$ cat config.mk
export PLATFORM = sky130hd
export DESIGN_NAME = fv_line_counter
export DESIGN_NICKNAME = d
export VERILOG_FILES = /design/src/hdl/fv_bank_pkg.sv /design/src/hdl/fv_line_counter.sv
export SDC_FILE = /design/constraint.sdc
export NUM_CORES = 1
export LEC_CHECK = 0
export ABC_AREA = 1
export BUFFER_PORTS_ARGS = -buffer_cell sky130_fd_sc_hd__buf_4
export CAP_MARGIN = 10
export CELL_PAD_IN_SITES_DETAIL_PLACEMENT = 0
export CELL_PAD_IN_SITES_GLOBAL_PLACEMENT = 2
export CORE_AREA = 2 2 50 52
export DETAILED_ROUTE_END_ITERATION = 6
export DIE_AREA = 0 0 52 54
export GPL_ROUTABILITY_DRIVEN = 1
export HOLD_SLACK_MARGIN = 0.08
export PLACE_DENSITY = 0.82
export SKIP_CTS_REPAIR_TIMING = 1
export SLEW_MARGIN = 20
export SYNTH_ARGS = -nofsm -noshare
export SYNTH_HDL_FRONTEND = slang
export SYNTH_SLANG_ARGS = --single-unit
$ cat constraint.sdc
create_clock -name clk -period 3.4 [get_ports clk]
set_clock_uncertainty 0.05 [all_clocks]
set_input_delay 0.17 -clock clk [delete_from_list [all_inputs] [get_ports clk]]
set_output_delay 0.17 -clock clk [all_outputs]
set_load 0.03 [all_outputs]
$ cat src/hdl/fv_bank_pkg.sv
/* Widths, vector types, bus structs and controller states of the feature-value bank.
   Every RTL module of the bank imports this package. */
package fv_bank_pkg;

    // Bank geometry
    localparam int FV_LINE_W  = 64;
    localparam int LINE_IDX_W = 3;
    localparam int NODE_IDX_W = 2;
    localparam int ITER_W     = 2;
    localparam int NODE_ID_W  = 4;
    localparam int ADDR_W     = 7;
    localparam int FV_NUM_W   = 5;
    localparam int PE_TAG_W   = 2;

    typedef logic [FV_LINE_W-1:0]  fv_line_t;
    typedef logic [ADDR_W-1:0]     fv_addr_t;
    typedef logic [LINE_IDX_W-1:0] line_idx_t;
    typedef logic [NODE_IDX_W-1:0] node_idx_t;
    typedef logic [ITER_W-1:0]     iter_t;
    typedef logic [NODE_ID_W-1:0]  node_id_t;
    typedef logic [FV_NUM_W-1:0]   fv_num_t;
    typedef logic [PE_TAG_W-1:0]   pe_tag_t;

    // Write-back beat or edge PE read, rd_wr high for write back
    typedef struct packed {
        logic     valid;
        logic     rd_wr;
        logic     wr_eos;
        node_id_t node_id;
        pe_tag_t  pe_tag;
        fv_line_t data;
    } fv_req_t;

    typedef struct packed {
        logic     cen_n;
        logic     wen_n;
        fv_addr_t addr;
        fv_line_t data;
    } fv_sram_req_t;

    // Beat towards the small feature-value bank, addr is {node, line}
    typedef struct packed {
        logic                             valid;
        logic                             sos;
        logic                             eos;
        logic [NODE_IDX_W+LINE_IDX_W-1:0] addr;
        fv_line_t                         data;
    } fv_stream_t;

    typedef struct packed {
        logic     valid;
        logic     sos;
        logic     eos;
        pe_tag_t  pe_tag;
        fv_line_t data;
    } fv_edge_t;

    typedef enum logic [1:0] {
        IDLE,
        STREAM,
        WRITE_BACK,
        EDGE_READ
    } fv_bank_state_e;

endpackage

$ cat src/hdl/fv_line_counter.sv
/* Line and node position counters for the bank controller.
   load restarts at line 0 of node 0 and latches the line count taken from fv_num. */
`timescale 1ns/1ps

module fv_line_counter
    import fv_bank_pkg::*;
(
    input  logic      clk,
    input  logic      reset,
    input  logic      load,
    input  logic      step_line,
    input  logic      step_node,
    input  fv_num_t   fv_num,
    output line_idx_t line_idx,
    output node_idx_t node_idx,
    output logic      last_line,
    output logic      last_node
);

    logic [LINE_IDX_W:0] lines;
    logic [LINE_IDX_W:0] lines_new;
    logic [LINE_IDX_W:0] lines_eff;
    fv_num_t             fv_num_up;
    line_idx_t           line_base;
    node_idx_t           node_base;

    // Two features per line, rounded up, at least one line
    always_comb begin
        fv_num_up = fv_num + fv_num_t'(1);
        lines_new = fv_num_up[FV_NUM_W-1:1];
        if (lines_new == '0) begin
            lines_new = 1;
        end
    end

    // On load the flags already refer to the fresh position and count
    assign lines_eff = load ? lines_new : lines;
    assign line_base = load ? '0 : line_idx;
    assign node_base = load ? '0 : node_idx;

    assign last_line = ({1'b0, line_base} == lines_eff - 1'b1);
    assign last_node = (node_base == '1);

    always_ff @(posedge clk) begin
        if (reset) begin
            lines    <= 1;
            line_idx <= '0;
            node_idx <= '0;
        end else begin
            if (load) begin
                lines <= lines_new;
            end
            line_idx <= line_base;
            node_idx <= node_base;
            if (step_node) begin
                line_idx <= '0;
                node_idx <= node_base + 1'b1;
            end else if (step_line) begin
                line_idx <= line_base + 1'b1;
            end
        end
    end

    // Also covers write back, so a burst must fit the current feature count
    assert property (@(posedge clk) disable iff (reset) {1'b0, line_idx} < lines)
        else $error("line index ran past the latched line count");

endmodule

-- After elaboration in Yosys (flattened, before gate mapping)
Index checks and enable logic that the tools add are counted.
- word-level logic and storage cells: 17
- register bits after elaboration: 9
- bits of input ports: 10
- output and inout port bits: 7
- muxes and demuxes: 6
- eq/ne operators: 2
- add/sub/neg operators: 4
- reduce and logical (&&, ||, !) cells: 2
- operator list (kind ; count):
    $mux 4 ; 2
    $mux 3 ; 2
    $add 5x1->5 const B ; 1
    $eq 3x4->1 ; 1
    $logic_not 4->1 ; 1
    $mux 2 ; 2
    $sub 4x1->4 const B ; 1
    $add 3x1->3 const B ; 1
    $add 2x1->2 const B ; 1
    $eq 2x2->1 const B ; 1
    $reduce_or 2->1 ; 1

-- Longest topological paths before layout
- word-level depth: 6
- gate-level depth with buffers: 13
- depth with buffers taken out: 13

-- Worst setup path before layout
OpenSTA, ideal clock, no wires.
- kind: input to output
- start point: input port fv_num[0]
- end point: output port last_line
- stages: 13
- setup slack: 1.364 ns
- buffers on the path: 0
- data arrival time: 1.816 ns
- path through: ha_1 > inv_1 > nand2_1 > nand2_1 > nand3_1 > o21bai_4 > nand2_4 > ha_1 > xnor2_1 > nand3b_1 > a21oi_1 > nand2_1 > nor2_2
- word-level cells in the longest chain between the ends: 6
- ends and longest elaborated chain (element ; RTL line ; RTL):
    from (decl) ; fv_line_counter.sv:13 ; input fv_num_t fv_num,
    $add 5x1->5 (*) ; fv_line_counter.sv:29 ; fv_num_up = fv_num + fv_num_t'(1);
    $logic_not 4->1 ; fv_line_counter.sv:31 ; if (lines_new == '0) begin
    $mux 4 (*) ; fv_line_counter.sv:31 ;
    $mux 4 (*) ; n/a ;
    $sub 4x1->4 (*) ; fv_line_counter.sv:41 ; assign last_line = ({1'b0, line_base} == lines_eff - 1'b1);
    $eq 3x4->1 (*) ; fv_line_counter.sv:41 ;
    to (decl) ; fv_line_counter.sv:16 ; output logic last_line,
Every way passes the cells marked *; elsewhere a longest branch is shown, timed or not.

-- Worst setup path in the final report
Ends and elaborated chain as after synthesis.

==> impl_metrics.ini <==
[yosys]
synth_nets = 101
yosysSeqAreaShare_pct = 29.8
syn_avg_cell_area_um2 = 6.96
syn_area_um2 = 606
ys_warn_count = 0
synth.ff_latch_count = 9
syn_inst = 87
ys_types = 22

[pwr]
vdd_drop_max_uv = 152
power_frac_seq_pct = 40.9
p_sw_share_pct = 31.4
pwr-share-clk_pct = 30.7
power_uw = 277
p_int_uw = 190
powerDensity_mw_per_mm2 = 338
p_leak_uw = 0.000442
p_sw_uw = 87.0
p_comb_share_pct = 28.4

[timing]
maxSlewViolCount = 0
setup_violations = 0
hold_viol = 0
maxSlewHeadroom_pct = 77.4
max_slew.worst_pin.slew_ns = 0.335
layout_min_cycle_time_ns = 2.31
finalSetupTns_ns = 0
rsz0062_at_grt = no
hold-worst-slack_ns = 0.145
max_freq_mhz = 434
post-route-period-util_pct = 67.8

[place]
post_dp_cell_area_um2 = 763
gp_congestion = 0.672
dp_hpwl_um = 1030
io_buffers = 16

[clock_tree]
cts_sinks = 9
clock-root-buffer = clkbuf_4
cts_tree = yes
clockBufferDepth = 2
h-tree-depth = 1
clock_latency_ns = 0.26
numCtsBuffers = 3
clk_pin_slew_ns = 0.07

[setup_path]
critical_path_class = in -> out
cp-start-kind = input pin
timing.critical_path.mode_cell = nand2_1
rr_startpoint = line_idx[0]
worst_setup_path_end_kind = output pin
required_ns = 3.18
crit_start = fv_num[0]
critical_path_buf_inv_count = 3
cp_top_family = simple AND/OR/NAND/NOR gates
cpPeakStageDelay_ns = 0.23
critPathMaxFanout = 4
cp_cell_sequence = buf_4 > ha_1 > inv_1 > nand2_1 > nand2_1 > nand3_1 > o21bai_4 > nand2_4 > ha_1 > xnor2_1 > nand3b_1 > a21oi_1 > nand2_1 > nor2_2 > buf_4
cp.arrival_ns = 2.09
cp_slowest_cell = ha_1

[detailed_routing]
dr.pass1.iters = 4
vias_per_cell = 4.34
drtAntennaViolNets = 0
routedWlPerCell_um = 9.07
route.vias.total = 607
drt_iter0_markers = 6
drt_wl_total_um = 1270
drcViolationCount = 0

[global_routing]
grt_pass1_vias = 553
gr-total-overflow = 0
grt_max_degree = 11
grt_usage_pct = 10.1
grt_pass1_wl_um = 2080
antenna_found_initial = 0

[worst_hold_path]
worstHoldStart = step_line
worst_hold_path_type = in -> reg

[floorplan]
start_util_pct = 26.1
core_area_mm2 = 0.00232
die_area_mm2 = 0.00281
floorplan.io_pins = 17
rows = 18
die_x_um = 52
die_h_um = 54

[finish]
drive_above_1_share_pct = 26.4
final_cell_area_um2 = 820
layout.nets = 125
area_growth_pct = 35.3
antenna_cells = 0
final_core_util_pct = 35.3

[flow_run]
drv_cap = 0

[status]
status = complete, no violations
==> through the flow <==
stage | std cells | worst slack (ns)
floorplan | 87 | 1.36
global placement | 133 | 1.10
detailed placement | 133 | 1.09
CTS | 137 | 1.08
global route | 140 | 0.930
finish | 140 | 1.09
==> worst paths after layout <==
| kind | slack [ns] | endpoint | depth (start not counted) |
|---|---|---|---|
| min reg2reg | 0.44 | node_idx[1] | 2 |
| max | 1.09 | last_line | 15 |
| max reg2reg | 1.77 | line_idx[2] | 7 |
| min | 0.14 | line_idx[1] | 3 |
==> power by group through the flow <==
stage	clock [uW]	sequential, uW	combinational [uW]
floorplan	0	120	47.1
global placement	0	116	77.4
detailed placement	0	116	78.0
CTS	89.7	113	78.2
global route	96.6	114	89.1
finish	85.1	113	78.8
==> placed cells by master, fill, tap and decap left out <==
cell            n
nand2_1        21
buf_4          16
inv_1          14
dfxtp_1         9
nand3_1         6
a21oi_1         6
o21ai_0         5
nand2_2         4
ha_1            4
nor2_1          3
clkbuf_4        3
dlygate4sd3_1   3
nand4_1         2
xnor2_1         2
inv_2           1
o21a_1          1
or2_0           1
o21bai_4        1
nand2_4         1
nand3b_1        1
xor2_1          1
nor2_4          1
or2_2           1
nor2_2          1
nor3_1          1
clkbuf_1        1
==> flip-flops by register name, indices dropped and copies added, names as in the netlist <==
register,cells
line_idx,3
lines,4
node_idx,2
==> tightest hold or removal path: stages <==
cell     delay [ns]
buf_4          0.08
inv_1          0.05
a21oi_1        0.11
==> routing by layer <==
metal  GRT usage (%)  share of wire [%]
met5               0                  0
met4            5.26                1.1
met3            1.67                5.4
met2            18.1                 48
met1            11.4                 45
==> layout make-up <==
type                       count  area [um2]
multi-input combinational     63         369
tap                           30        37.5
clock buffer                   4        26.3
inverter                      15        56.3
sequential                     9         180
timing repair buffer          19         150
fill                         278        1500
==> logic make-up after synthesis <==
family	count (synthesis)	share of synthesized area, %
AO/OA/AOI/OAI	13	13.4
AND/OR/NAND/NOR	43	34.9
buffers and inverters	15	9.30
adder cells (fa/ha/maj)	4	8.26
XOR/XNOR	3	4.34
flip-flops	9	29.8
==> cell usage after synthesis <==
library cell | n | area share, %
nand2_1 | 21 | 13
inv_1 | 14 | 8.7
dfxtp_1 | 9 | 30
a21oi_1 | 6 | 5.0
nand3_1 | 6 | 5.0
o21ai_0 | 5 | 4.1
ha_1 | 4 | 8.3
nand2_2 | 4 | 4.1
nor2_1 | 3 | 1.9
nand4_1 | 2 | 2.1
xnor2_1 | 2 | 2.9
inv_2 | 1 | 0.62
nand2_4 | 1 | 1.9
nand3b_1 | 1 | 1.2
nor2_2 | 1 | 1.0
nor2_4 | 1 | 1.9
nor3_1 | 1 | 0.83
o21a_1 | 1 | 1.2
o21bai_4 | 1 | 3.1
or2_0 | 1 | 1.0
or2_2 | 1 | 1.0
xor2_1 | 1 | 1.4
Note: power is estimated with default switching activity, not from simulation.
