[src/hdl/fv_bank_pkg.sv]
/* Widths, vector types, bus structs and controller states of the feature-value bank.
   Every RTL module of the bank imports this package. */
package fv_bank_pkg;

    // Bank geometry
    localparam int FV_LINE_W  = 64;
    localparam int LINE_IDX_W = 3;
    localparam int NODE_IDX_W = 2;
    localparam int ITER_W     = 2;
    localparam int NODE_ID_W  = 4;
    localparam int ADDR_W     = 7;
    localparam int FV_NUM_W   = 5;
    localparam int PE_TAG_W   = 2;

    typedef logic [FV_LINE_W-1:0]  fv_line_t;
    typedef logic [ADDR_W-1:0]     fv_addr_t;
    typedef logic [LINE_IDX_W-1:0] line_idx_t;
    typedef logic [NODE_IDX_W-1:0] node_idx_t;
    typedef logic [ITER_W-1:0]     iter_t;
    typedef logic [NODE_ID_W-1:0]  node_id_t;
    typedef logic [FV_NUM_W-1:0]   fv_num_t;
    typedef logic [PE_TAG_W-1:0]   pe_tag_t;

    // Write-back beat or edge PE read, rd_wr high for write back
    typedef struct packed {
        logic     valid;
        logic     rd_wr;
        logic     wr_eos;
        node_id_t node_id;
        pe_tag_t  pe_tag;
        fv_line_t data;
    } fv_req_t;

    typedef struct packed {
        logic     cen_n;
        logic     wen_n;
        fv_addr_t addr;
        fv_line_t data;
    } fv_sram_req_t;

    // Beat towards the small feature-value bank, addr is {node, line}
    typedef struct packed {
        logic                             valid;
        logic                             sos;
        logic                             eos;
        logic [NODE_IDX_W+LINE_IDX_W-1:0] addr;
        fv_line_t                         data;
    } fv_stream_t;

    typedef struct packed {
        logic     valid;
        logic     sos;
        logic     eos;
        pe_tag_t  pe_tag;
        fv_line_t data;
    } fv_edge_t;

    typedef enum logic [1:0] {
        IDLE,
        STREAM,
        WRITE_BACK,
        EDGE_READ
    } fv_bank_state_e;

endpackage

[src/hdl/fv_bank_fsm.sv]
/* Feature-value bank controller: iteration streaming, write-back bursts and edge PE reads.
   Drives the SRAM port and steers the line counter; output beats trail their reads by one cycle. */
`timescale 1ns/1ps

module fv_bank_fsm
    import fv_bank_pkg::*;
(
    input  logic         clk,
    input  logic         reset,
    input  iter_t        replay_iter,
    input  iter_t        update_iter,
    input  logic         stream_begin,
    input  fv_num_t      fv_num,
    input  fv_req_t      req,
    input  fv_line_t     rd_data,
    input  line_idx_t    line_idx,
    input  node_idx_t    node_idx,
    input  logic         last_line,
    input  logic         last_node,
    output logic         load,
    output logic         step_line,
    output logic         step_node,
    output fv_sram_req_t sram_req,
    output fv_stream_t   stream_out,
    output fv_edge_t     edge_out
);

    fv_bank_state_e state, nx_state;
    iter_t          cur_iter, nx_iter;
    node_id_t       node_id, nx_node_id;
    pe_tag_t        pe_tag, nx_pe_tag;

    // Flags of the read issued in this cycle
    logic                             s_valid, s_sos, s_eos;
    logic [NODE_IDX_W+LINE_IDX_W-1:0] s_addr;
    logic                             e_valid, e_sos, e_eos;

    // Same flags one cycle on, aligned with rd_data
    logic                             s_valid_q, s_sos_q, s_eos_q;
    logic [NODE_IDX_W+LINE_IDX_W-1:0] s_addr_q;
    logic                             e_valid_q, e_sos_q, e_eos_q;

    always_comb begin
        nx_state       = state;
        nx_iter        = cur_iter;
        nx_node_id     = node_id;
        nx_pe_tag      = pe_tag;
        load           = 1'b0;
        step_line      = 1'b0;
        step_node      = 1'b0;
        sram_req.cen_n = 1'b1;
        sram_req.wen_n = 1'b1;
        sram_req.addr  = '0;
        sram_req.data  = '0;
        s_valid        = 1'b0;
        s_sos          = 1'b0;
        s_eos          = 1'b0;
        s_addr         = {node_idx, line_idx};
        e_valid        = 1'b0;
        e_sos          = 1'b0;
        e_eos          = 1'b0;

        case (state)
            IDLE: begin
                if (update_iter[0]) begin
                    if (stream_begin || (replay_iter != cur_iter)) begin
                        load           = 1'b1;
                        nx_iter        = replay_iter;
                        nx_state       = STREAM;
                        sram_req.cen_n = 1'b0;
                        sram_req.addr  = {replay_iter, node_idx_t'(0), line_idx_t'(0)};
                        s_valid        = 1'b1;
                        s_sos          = 1'b1;
                        s_addr         = '0;
                        // Four nodes per bank, first beat never closes the stream
                        if (last_line) begin
                            step_node = 1'b1;
                        end else begin
                            step_line = 1'b1;
                        end
                    end
                end else if (req.valid) begin
                    load           = 1'b1;
                    nx_node_id     = req.node_id;
                    sram_req.cen_n = 1'b0;
                    sram_req.addr  = {req.node_id, line_idx_t'(0)};
                    if (req.rd_wr) begin
                        sram_req.wen_n = 1'b0;
                        sram_req.data  = req.data;
                        if (!req.wr_eos) begin
                            step_line = 1'b1;
                            nx_state  = WRITE_BACK;
                        end
                    end else begin
                        nx_pe_tag = req.pe_tag;
                        e_valid   = 1'b1;
                        e_sos     = 1'b1;
                        e_eos     = last_line;
                        if (!last_line) begin
                            step_line = 1'b1;
                            nx_state  = EDGE_READ;
                        end
                    end
                end
            end
            STREAM: begin
                sram_req.cen_n = 1'b0;
                sram_req.addr  = {cur_iter, node_idx, line_idx};
                s_valid        = 1'b1;
                if (last_line && last_node) begin
                    s_eos    = 1'b1;
                    nx_state = IDLE;
                end else if (last_line) begin
                    step_node = 1'b1;
                end else begin
                    step_line = 1'b1;
                end
            end
            WRITE_BACK: begin
                // Idle beats just hold the line position
                if (req.valid) begin
                    sram_req.cen_n = 1'b0;
                    sram_req.wen_n = 1'b0;
                    sram_req.addr  = {node_id, line_idx};
                    sram_req.data  = req.data;
                    if (req.wr_eos) begin
                        nx_state = IDLE;
                    end else begin
                        step_line = 1'b1;
                    end
                end
            end
            EDGE_READ: begin
                sram_req.cen_n = 1'b0;
                sram_req.addr  = {node_id, line_idx};
                e_valid        = 1'b1;
                e_eos          = last_line;
                if (last_line) begin
                    nx_state = IDLE;
                end else begin
                    step_line = 1'b1;
                end
            end
            default: nx_state = IDLE;
        endcase
    end

    always_ff @(posedge clk) begin
        if (reset) begin
            state     <= IDLE;
            cur_iter  <= '0;
            s_valid_q <= 1'b0;
            s_sos_q   <= 1'b0;
            s_eos_q   <= 1'b0;
            e_valid_q <= 1'b0;
            e_sos_q   <= 1'b0;
            e_eos_q   <= 1'b0;
        end else begin
            state     <= nx_state;
            cur_iter  <= nx_iter;
            s_valid_q <= s_valid;
            s_sos_q   <= s_sos;
            s_eos_q   <= s_eos;
            e_valid_q <= e_valid;
            e_sos_q   <= e_sos;
            e_eos_q   <= e_eos;
        end
    end

    always_ff @(posedge clk) begin
        node_id  <= nx_node_id;
        pe_tag   <= nx_pe_tag;
        s_addr_q <= s_addr;
    end

    assign stream_out.valid = s_valid_q;
    assign stream_out.sos   = s_sos_q;
    assign stream_out.eos   = s_eos_q;
    assign stream_out.addr  = s_addr_q;
    assign stream_out.data  = rd_data;

    // Tag register only changes on a new request, so it still matches the last beat
    assign edge_out.valid  = e_valid_q;
    assign edge_out.sos    = e_sos_q;
    assign edge_out.eos    = e_eos_q;
    assign edge_out.pe_tag = pe_tag;
    assign edge_out.data   = rd_data;

    assert property (@(posedge clk) disable iff (reset)
        !(stream_out.valid && edge_out.valid))
        else $error("stream and edge beats overlap");

    // Feature count is a per-phase setting and holds while a node is read out
    assert property (@(posedge clk) disable iff (reset)
        (state inside {STREAM, EDGE_READ}) |-> $stable(fv_num))
        else $error("fv_num changed during a read sequence");

endmodule

[config.mk]
export PLATFORM = sky130hd
export DESIGN_NAME = fv_bank_fsm
export DESIGN_NICKNAME = d
export VERILOG_FILES = /design/src/hdl/fv_bank_pkg.sv /design/src/hdl/fv_bank_fsm.sv
export SDC_FILE = /design/constraint.sdc
export NUM_CORES = 1
export LEC_CHECK = 0
export BUFFER_PORTS_ARGS = -buffer_cell sky130_fd_sc_hd__buf_4
export CAP_MARGIN = 15
export CORE_AREA = 5 5 143 145
export DETAILED_ROUTE_END_ITERATION = 16
export DIE_AREA = 0 0 148 150
export SLEW_MARGIN = 20
export SYNTH_ARGS = -nofsm -noshare
export SYNTH_HDL_FRONTEND = slang
export SYNTH_SLANG_ARGS = --single-unit
[constraint.sdc]
create_clock -name clk -period 2.3 [get_ports clk]
set_input_delay 0.46 -clock clk [delete_from_list [all_inputs] [get_ports clk]]
set_output_delay 0.46 -clock clk [all_outputs]
set_load 0.02 [all_outputs]
Word-level counts from Yosys, hierarchy flattened
Cells that the tools add are included.
{"block": "totals", "ff_bits": 21, "latchBits": 0, "mem_bits_rw": 0, "rom_bits": 0, "input_bits": 156, "output_inout_bits": 217, "elab_cells": 93, "n_memories": 0}
{"block": "op_classes", "n_addsub": 0, "n_mul": 0, "div": 0, "n_lt_le_gt_ge": 0, "n_eq_ne": 12, "shift": 0, "mux": 56, "n_bitwise": 4, "reduce_logical": 10}
{"cell": "$mux W73", "n": 2}
{"cell": "$mux W64", "n": 2}
{"cell": "$pmux W64 S2", "n": 1}
{"cell": "$pmux W7 S4", "n": 1}
{"cell": "$mux W1", "n": 27}
{"cell": "$mux W2", "n": 10}
{"cell": "$mux W5", "n": 3}
{"cell": "$mux W7", "n": 2}
{"cell": "$pmux W1 S2", "n": 5}
{"cell": "$ne A2 B2 Y1 const B", "n": 4}
{"cell": "$ne A4 B4 Y1 const B", "n": 2}
{"cell": "$pmux W2 S4", "n": 1}
{"cell": "$reduce_and A8 Y1", "n": 1}
{"cell": "$ne A3 B3 Y1 const B", "n": 2}
{"cell": "$reduce_and A3 Y1", "n": 2}
{"cell": "$reduce_or A2 Y1", "n": 3}
{"cell": "$eq A2 B2 Y1 const B", "n": 2}
{"cell": "$not A1 Y1", "n": 4}
{"cell": "$pmux W1 S4", "n": 1}
{"cell": "$reduce_and A4 Y1", "n": 1}
{"cell": "$pmux W1 S3", "n": 1}
{"cell": "$eq A2 B1 Y1 const B", "n": 1}
{"cell": "$logic_not A2 Y1", "n": 1}
{"cell": "$ne A2 B2 Y1", "n": 1}
{"cell": "2 further kinds", "n": 2}

Longest topological paths before layout
Gate-level depths: netlist (run 1).
{"block": "depth", "ltp_word": 5, "depth_mapped": 7, "ltp_nobuf": 6}

Worst setup path after synthesis (run 1)
OpenSTA, ideal clock, no wires.
{"block": "synth_path", "path_type": "reg-to-output", "from": "register state[0]", "to": "output port step_line", "arrival_time_ns": 1.670, "t_required_ns": 1.840, "path_slack_ns": 0.170, "stages_incl_launch_ff": 7, "n_path_buf": 1, "path_cell_list": "dfxtp_1 inv_1 ha_1 clkbuf_1 o311a_2 nor2_1 o21ai_0"}
{"block": "synth_via", "elab_chain_cells": 2, "elab_cells_between_ends": 5, "cone_classes": "eq/ne (3); mux (1); reduce/logical (1)"}
{"item": "from (decl)", "line": "fv_bank_fsm.sv:28", "rtl": "fv_bank_state_e state, nx_state;"}
{"item": "from (signal assigned)", "line": "fv_bank_fsm.sv:159", "rtl": "state <= nx_state;"}
{"item": "$eq A2 B2 Y1, or another cell as far along", "line": "fv_bank_fsm.sv:63", "rtl": "case (state)"}
{"item": "$pmux W1 S4 (*)", "line": "fv_bank_fsm.sv:63"}
{"item": "to (decl)", "line": "fv_bank_fsm.sv:21", "rtl": "output logic step_line,"}
Every way passes the cells marked *; elsewhere a longest branch is shown, timed or not.

==> qor.json, run 1 <==
{
  "sta": {
    "maxSlewHeadroom_pct": 69.0,
    "finalHoldViolCount": 0,
    "maxClockFrequency_ghz": 0.441,
    "holdWs_ps": 383,
    "clock_skew_ps": 3.38,
    "final.setup.worst_slack_ps": 31.2,
    "grt_setup_unrepaired": "true",
    "report.final.slew_viol_count": 0,
    "finalCriticalPeriod_ps": 2270,
    "min_period_over_period_pct": 98.6,
    "worst_slew_pin_slew_ps": 458,
    "setup_viol": 0
  },
  "pwr": {
    "power_density_nw_per_um2": 605,
    "fin_total_pwr_mw": 2.40,
    "vdd.ir_drop.worst_uv": 232,
    "leakage_nw": 1.84
  },
  "setup_path": {
    "cp_data_arrival_time_ps": 1810,
    "path_cells": "inv_2, ha_4, and3b_2, nor2_4, buf_6, nor2_4, clkbuf_16, and2_4, buf_6",
    "worst_path_dominant_cell_family": "simple AND/OR/NAND/NOR gates",
    "worstPathBufferInverterCount": 4,
    "cp_slowest_cell": "dfxtp_2",
    "cpPeakStageDelay_ps": 320,
    "worst_ep_required_time_ps": 1840,
    "endpoint_kind": "primary output",
    "critPathKind": "reg -> out",
    "timing.critical_path.from_type": "flip-flop",
    "worstPathMaxFanout": 8
  },
  "final_layout": {
    "layout_common_cells": "buf_4 (123), buf_6 (74), and2_4 (62)",
    "antenna_cells": 0,
    "fin_nets": 541,
    "area_growth_pct": 61.4,
    "final_core_util_pct": 20.8,
    "most_common_cell_after_layout_fill_and_taps_aside": "buf_4",
    "post_route_cells_drive_above_1_share_pct": 78.1
  },
  "worst_hold_path": {
    "hold_path_class": "in -> reg"
  },
  "floorplan": {
    "die_h_um": 150,
    "fp.dieArea_um2": 22200,
    "row_count": 51,
    "io-pin-count": 373,
    "total_core_area_um2": 19100,
    "die-width_um": 148,
    "initial_utilization_pct": 12.9
  },
  "drt": {
    "detailedRoute.firstPassIterationCount": 4,
    "wl_per_cell_um": 17.8,
    "wirelength_um": 11000,
    "drc_errors": 0,
    "detailroute.via_count": 2184,
    "post_drt_via_cell_ratio": 3.54,
    "detail_route.iter0.violations": 45,
    "antenna_left": 0
  },
  "status": {
    "status": "finished clean"
  },
  "clock_network": {
    "clock-sinks": 21,
    "cts_inserted_buffers": 3,
    "clk_root_buffer_cell": "clkbuf_16",
    "cts-hold-fix-buffers": 0,
    "clock_latency_ps": 250,
    "clk_pin_slew_worst_paths_ps": 60,
    "htree_num_levels": 1,
    "clock_path_buffers": 2,
    "cts_tree": "yes"
  },
  "job": {
    "maxCapViolations": 0
  },
  "global_route": {
    "number_of_global_route_vias_before_repair": 2281,
    "overflow": 0,
    "first_pass_grt_wire_length_um": 14100,
    "grt_max_degree": 17,
    "grt_antenna_before_repair": 0,
    "grt_usage_pct": 8.32
  },
  "placed_design": {
    "dpl_worst_slack_ps": -240,
    "placement.io_buffers": 174,
    "globalplace.congestion": 0.772,
    "placed_wire_length_estimate_after_detailed_placement_um": 7780
  },
  "synthesis": {
    "postSynthCellCount": 312,
    "ys.warnings.count": 0,
    "synth_async_sr_flop_share_pct": 0,
    "ys_seq_elements": 21,
    "synth_ff_type": "dfxtp_1",
    "synth_area_um2": 2450,
    "yosys.cell_types.count": 34,
    "post_synthesis_area_per_instance_um2": 7.87,
    "synth_sequential_area_ratio_pct": 19.6,
    "synth.net_count": 473,
    "synth-edff-count": 6
  }
}
==> sequential cells by signal (all words and copies together) (netlist names) <==
| register | flops |
|---|---|
| s_valid_q | 1 |
| pe_tag | 2 |
| e_valid_q | 1 |
| s_eos_q | 1 |
| s_addr_q | 5 |
| node_id | 4 |
| cur_iter | 2 |
| e_sos_q | 1 |
| s_sos_q | 1 |
| e_eos_q | 1 |
| state | 2 |
==> synth_stat cells (all sizes together), types with 4 or more instances <==
library cell / count / area share [%]
nor2: 11 / 1.7
and2: 72 / 19
nand2b: 5 / 1.3
a22oi: 4 / 1.2
ha: 5 / 2.5
clkbuf: 9 / 1.4
buf: 134 / 41
o21ai: 5 / 1.0
edfxtp: 6 / 7.3
nand2: 11 / 1.7
inv: 5 / 0.76
dfxtp: 15 / 12
==> logic make-up after synthesis <==
family | Yosys count | synth area share, %
adder cells (fa/ha/maj) | 5 | 2.55
AND/OR/NAND/NOR | 110 | 26.4
buffers and inverters | 148 | 43.1
multiplexers | 1 | 0.408
AO/OA/AOI/OAI | 25 | 7.24
flip-flops | 21 | 19.6
XOR/XNOR | 2 | 0.714
==> final timing paths <==
kind | start | end | slack, ps | cells after the start
setup / recovery | state[1] | sram_req[9] | 30 | 9
setup reg to reg | state[0] | state[1] | 490 | 8
hold reg to reg | cur_iter[1] | cur_iter[1] | 500 | 2
hold / removal | req[64] | pe_tag[0] | 380 | 1
==> through the flow <==
| stage | area [um2] | setup TNS, ps | cells |
|---|---|---|---|
| 5_1_grt | 3960 | -1080 | 617 |
| 6_report | 3960 | 0 | 617 |
| 4_1_cts | 3510 | 0 | 608 |
| 2_1_floorplan | 2450 | 0 | 312 |
| 3_3_place_gp | 3110 | -11930 | 592 |
| 3_5_place_dp | 3110 | -13830 | 592 |
==> cell type report <==
class                   count  area [um2]
flip-flops and latches     21         483
well taps                 238         298
clock buffers               4        78.8
multi-input cells         146        1200
fillers                  2097       15100
inverters                   5        21.3
repair buffers            202        1870
repair inverters            1        7.51
==> repair_timing <==
action                                  in CTS  in global routing
buffers inserted                             8                  5
resized for setup                           54                114
pin swaps                                    8                 57
endpoints found under the setup margin      71                 71
cloned                                       4                  4
==> routing by layer <==
metal / track usage (%) / part of all wire [%] / vias up
met1: 8.30 / 33 / 953
li1: - / - / 997
met5: 0 / 0 / -
met3: 5.84 / 16 / 5
met2: 14.9 / 50 / 229
met4: 0.600 / 0.18 / 0
==> where the power goes <==
group / switching, mW / internal (mW) / total, mW
registers: 0.0190 / 0.434 / 0.453
logic: 0.756 / 0.809 / 1.57
clock network: 0.142 / 0.236 / 0.378
total: 0.917 / 1.48 / 2.40
No activity file was read; power rests on OpenSTA's default activity.
==> run 2: changes to the inputs <==
--- a/config.mk
+++ b/config.mk
@@ -7,9 +7,10 @@
 export LEC_CHECK = 0
 export BUFFER_PORTS_ARGS = -buffer_cell sky130_fd_sc_hd__buf_4
 export CAP_MARGIN = 15
-export CORE_AREA = 5 5 143 145
+export CORE_AREA = 2 2 144 146
 export DETAILED_ROUTE_END_ITERATION = 16
-export DIE_AREA = 0 0 148 150
+export DIE_AREA = 0 0 146 148
+export REMOVE_ABC_BUFFERS = 1
 export SLEW_MARGIN = 20
 export SYNTH_ARGS = -nofsm -noshare
 export SYNTH_HDL_FRONTEND = slang
==> run 2 against run 1 <==
Effect of this change: core utilization down 2.0 points; first-iteration DRC count up 98%; critical path depth did not move; critical path type unchanged; sequential power about the same; clock power fell by 1%; count of clock-buffer cells in the layout down 1; non-clock buffer count is 9 lower; worst setup slack worse by 9.4 ps; global-route usage grew 8.6 points; worst hold slack worse by 1.4 ps.
==> qor.json, run 2 (same netlist as run 1, synthesis figures left out) <==
{
  "global_route": {
    "first_pass_grt_wire_length": {"value": 24300, "unit": "um", "change": "+72%"},
    "grt_usage": {"value": 16.9, "unit": "%", "change": "+8.6 points"},
    "grt_max_degree": {"value": 33, "change": "+16"},
    "overflow": {"value": 0, "change": "unchanged"},
    "grt_antenna_before_repair": {"value": 0, "change": "unchanged"},
    "number_of_global_route_vias_before_repair": {"value": 2465, "change": "+8.1%"}
  },
  "clock_network": {
    "clk_pin_slew_worst_paths": {"value": 60, "unit": "ps", "change": "about the same"},
    "cts-hold-fix-buffers": {"value": 0, "change": "unchanged"},
    "clk_root_buffer_cell": "clkbuf_16",
    "clock_latency": {"value": 250, "unit": "ps", "change": "about the same"},
    "clock-sinks": {"value": 21, "change": "unchanged"},
    "cts_inserted_buffers": {"value": 3, "change": "unchanged"},
    "cts_tree": "yes",
    "clock_path_buffers": {"value": 2, "change": "unchanged"},
    "htree_num_levels": {"value": 1, "change": "unchanged"}
  },
  "setup_path": {
    "endpoint_kind": "primary output",
    "timing.critical_path.from_type": "flip-flop",
    "cp_data_arrival_time": {"value": 1820, "unit": "ps", "change": "about the same"},
    "worst_ep_required_time": {"value": 1840, "unit": "ps", "change": "about the same"},
    "critPathKind": "reg -> out",
    "worstPathMaxFanout": {"value": 16, "change": "+8"}
  },
  "final_layout": {
    "largest_register": "s_addr_q",
    "largest_reg_flops": {"value": 5, "change": "unchanged"},
    "layout_top_registers": "s_addr_q x5, node_id x4",
    "antenna_cells": {"value": 0, "change": "unchanged"},
    "area_growth_pct": 53.0,
    "post_route_cells_drive_above_1_share": {"value": 67.8, "unit": "%", "change": "-10 points"},
    "fin_nets": {"value": 528, "change": "-2.4%"},
    "most_common_cell_after_layout_fill_and_taps_aside": "buf_4",
    "layout_common_cells": "buf_4 (124), buf_6 (62), and2_4 (34)"
  },
  "status": {
    "status": "finished clean"
  },
  "sta": {
    "maxClockFrequency": {"value": 0.439, "unit": "GHz", "change": "-0.41%"},
    "grt_setup_unrepaired": "true",
    "clock_skew": {"value": 5.37, "unit": "ps", "change": "+1.99 ps"},
    "finalHoldViolCount": {"value": 0, "change": "unchanged"},
    "report.final.slew_viol_count": {"value": 0, "change": "unchanged"},
    "min_period_over_period": {"value": 99.1, "unit": "%", "change": "+0.41 points"},
    "finalSetupTns": {"value": 0, "unit": "ps", "change": "unchanged"},
    "finalCriticalPeriod": {"value": 2280, "unit": "ps", "change": "+9.41 ps"},
    "maxSlewHeadroom": {"value": 69.7, "unit": "%", "change": "+0.68 points"},
    "worst_slew_pin_slew": {"value": 453, "unit": "ps", "change": "-4.44 ps"},
    "setup_viol": {"value": 0, "change": "unchanged"},
    "final.setup.worst_slack": {"value": 21.8, "unit": "ps", "change": "-9.41 ps"}
  },
  "drt": {
    "drc_errors": {"value": 0, "change": "unchanged"},
    "detail_route.iter0.violations": {"value": 89, "change": "+98%"},
    "antenna_left": {"value": 0, "change": "unchanged"},
    "detailedRoute.firstPassIterationCount": {"value": 4, "change": "unchanged"},
    "wirelength": {"value": 19700, "unit": "um", "change": "+79%"},
    "detailroute.via_count": {"value": 2377, "change": "+8.8%"},
    "post_drt_via_cell_ratio": {"value": 3.74, "change": "+5.6%"},
    "wl_per_cell": {"value": 31.0, "unit": "um", "change": "+74%"}
  },
  "placed_design": {
    "placed_wire_length_estimate_after_detailed_placement": {"value": 16900, "unit": "um", "change": "+120%"},
    "placement.io_buffers": {"value": 174, "change": "unchanged"},
    "globalplace.congestion": {"value": 0.910, "change": "+18%"},
    "dpl_worst_slack": {"value": 164, "unit": "ps", "change": "+404 ps"}
  },
  "worst_hold_path": {
    "hold_path_class": "in -> reg"
  },
  "floorplan": {
    "total_core_area": {"value": 20000, "unit": "um2", "change": "+5.0%"},
    "initial_utilization": {"value": 12.3, "unit": "%", "change": "-0.62 points"},
    "die_h": {"value": 148, "unit": "um", "change": "-1.3%"},
    "fp.dieArea": {"value": 21600, "unit": "um2", "change": "-2.7%"},
    "io-pin-count": {"value": 373, "change": "unchanged"},
    "row_count": {"value": 52, "change": "+2.0%"},
    "die-width": {"value": 146, "unit": "um", "change": "-1.4%"}
  },
  "job": {
    "maxCapViolations": {"value": 0, "change": "unchanged"}
  },
  "pwr": {
    "leakage": {"value": 1.75, "unit": "nW", "change": "-4.9%"},
    "vdd.ir_drop.worst": {"value": 244, "unit": "uV", "change": "+4.9%"},
    "power_density": {"value": 599, "unit": "nW/um2", "change": "-0.88%"}
  }
}
[run 2: changes by cell type in the layout (fill, tap and decap cells not counted), moves of 3 or more]
cell,change
and2_4,-28
nor2_4,-4
buf_6,-12
nor2_1,+3
and2_1,+28
[run 2: path summary, 6_finish.rpt]
| kind | slack [ps] | depth (start not counted) | endpoint | from |
|---|---|---|---|---|
| worst min register to register | 490 | 2 | cur_iter[1] | cur_iter[1] |
| worst max register to register | 570 | 6 | state[1] | state[0] |
| worst min-delay path | 380 | 1 | pe_tag[0] | req[64] |
| worst max-delay path | 20 | 9 | sram_req[1] | state[1] |
[run 2: final cells by class]
type,count,area (um2)
flip-flops and latches,21,483
inverters,5,23.8
fillers,2292,16300
well taps,270,338
clock buffers,3,75.1
clock inverters,1,5.00
multi-input cells,143,1030
repair buffers,193,1800
[run 2: worst max-delay path, cell delays in order (launching register included)]
cell and delay (ps):
dfxtp_2 360, inv_4 50, ha_4 160, and3b_2 220
nor2_4 100, nor2_4 60, buf_6 130, clkbuf_16 170
and2_1 160, buf_4 150
[run 2: repair_timing]
| action | in CTS | in global routing |
|---|---|---|
| hold endpoints to repair | 0 | 0 |
| endpoints found under the setup margin | 68 | 72 |
| resized for setup | 40 | 71 |
| gates cloned | 2 | 3 |
| pin swaps | 4 | 21 |
| setup buffers | 6 | 0 |
[run 2: routing by layer]
metal / track usage (%) / wire length, um / part of all wire [%] / vias to the layer above
li1: - / - / - / 964
met1: 13.0 / 5280 / 27 / 990
met2: 26.2 / 8360 / 42 / 397
met3: 21.6 / 5490 / 28 / 20
met4: 1.84 / 315 / 1.6 / 6
met5: 10.0 / 271 / 1.4 / -
[run 2: metrics by stage]
stage | util [%] | total power, mW | hold WS (ps) | instances | cell area [um2]
after floorplan | - | 1.00 | 455 | 169 | 1420
after global placement | 15.7 | 1.57 | 485 | 621 | 3140
after detailed placement | 15.7 | 1.58 | 479 | 621 | 3140
after global routing | 18.7 | 2.38 | 372 | 636 | 3760
after CTS | 17.2 | 2.12 | 382 | 633 | 3450
final | 18.7 | 2.25 | 382 | 636 | 3760
[run 2: report_power, final]
| group | switching (mW) | internal, mW |
|---|---|---|
| Combinational | 0.692 | 0.730 |
| Sequential | 0.0224 | 0.434 |
| Clock | 0.140 | 0.234 |
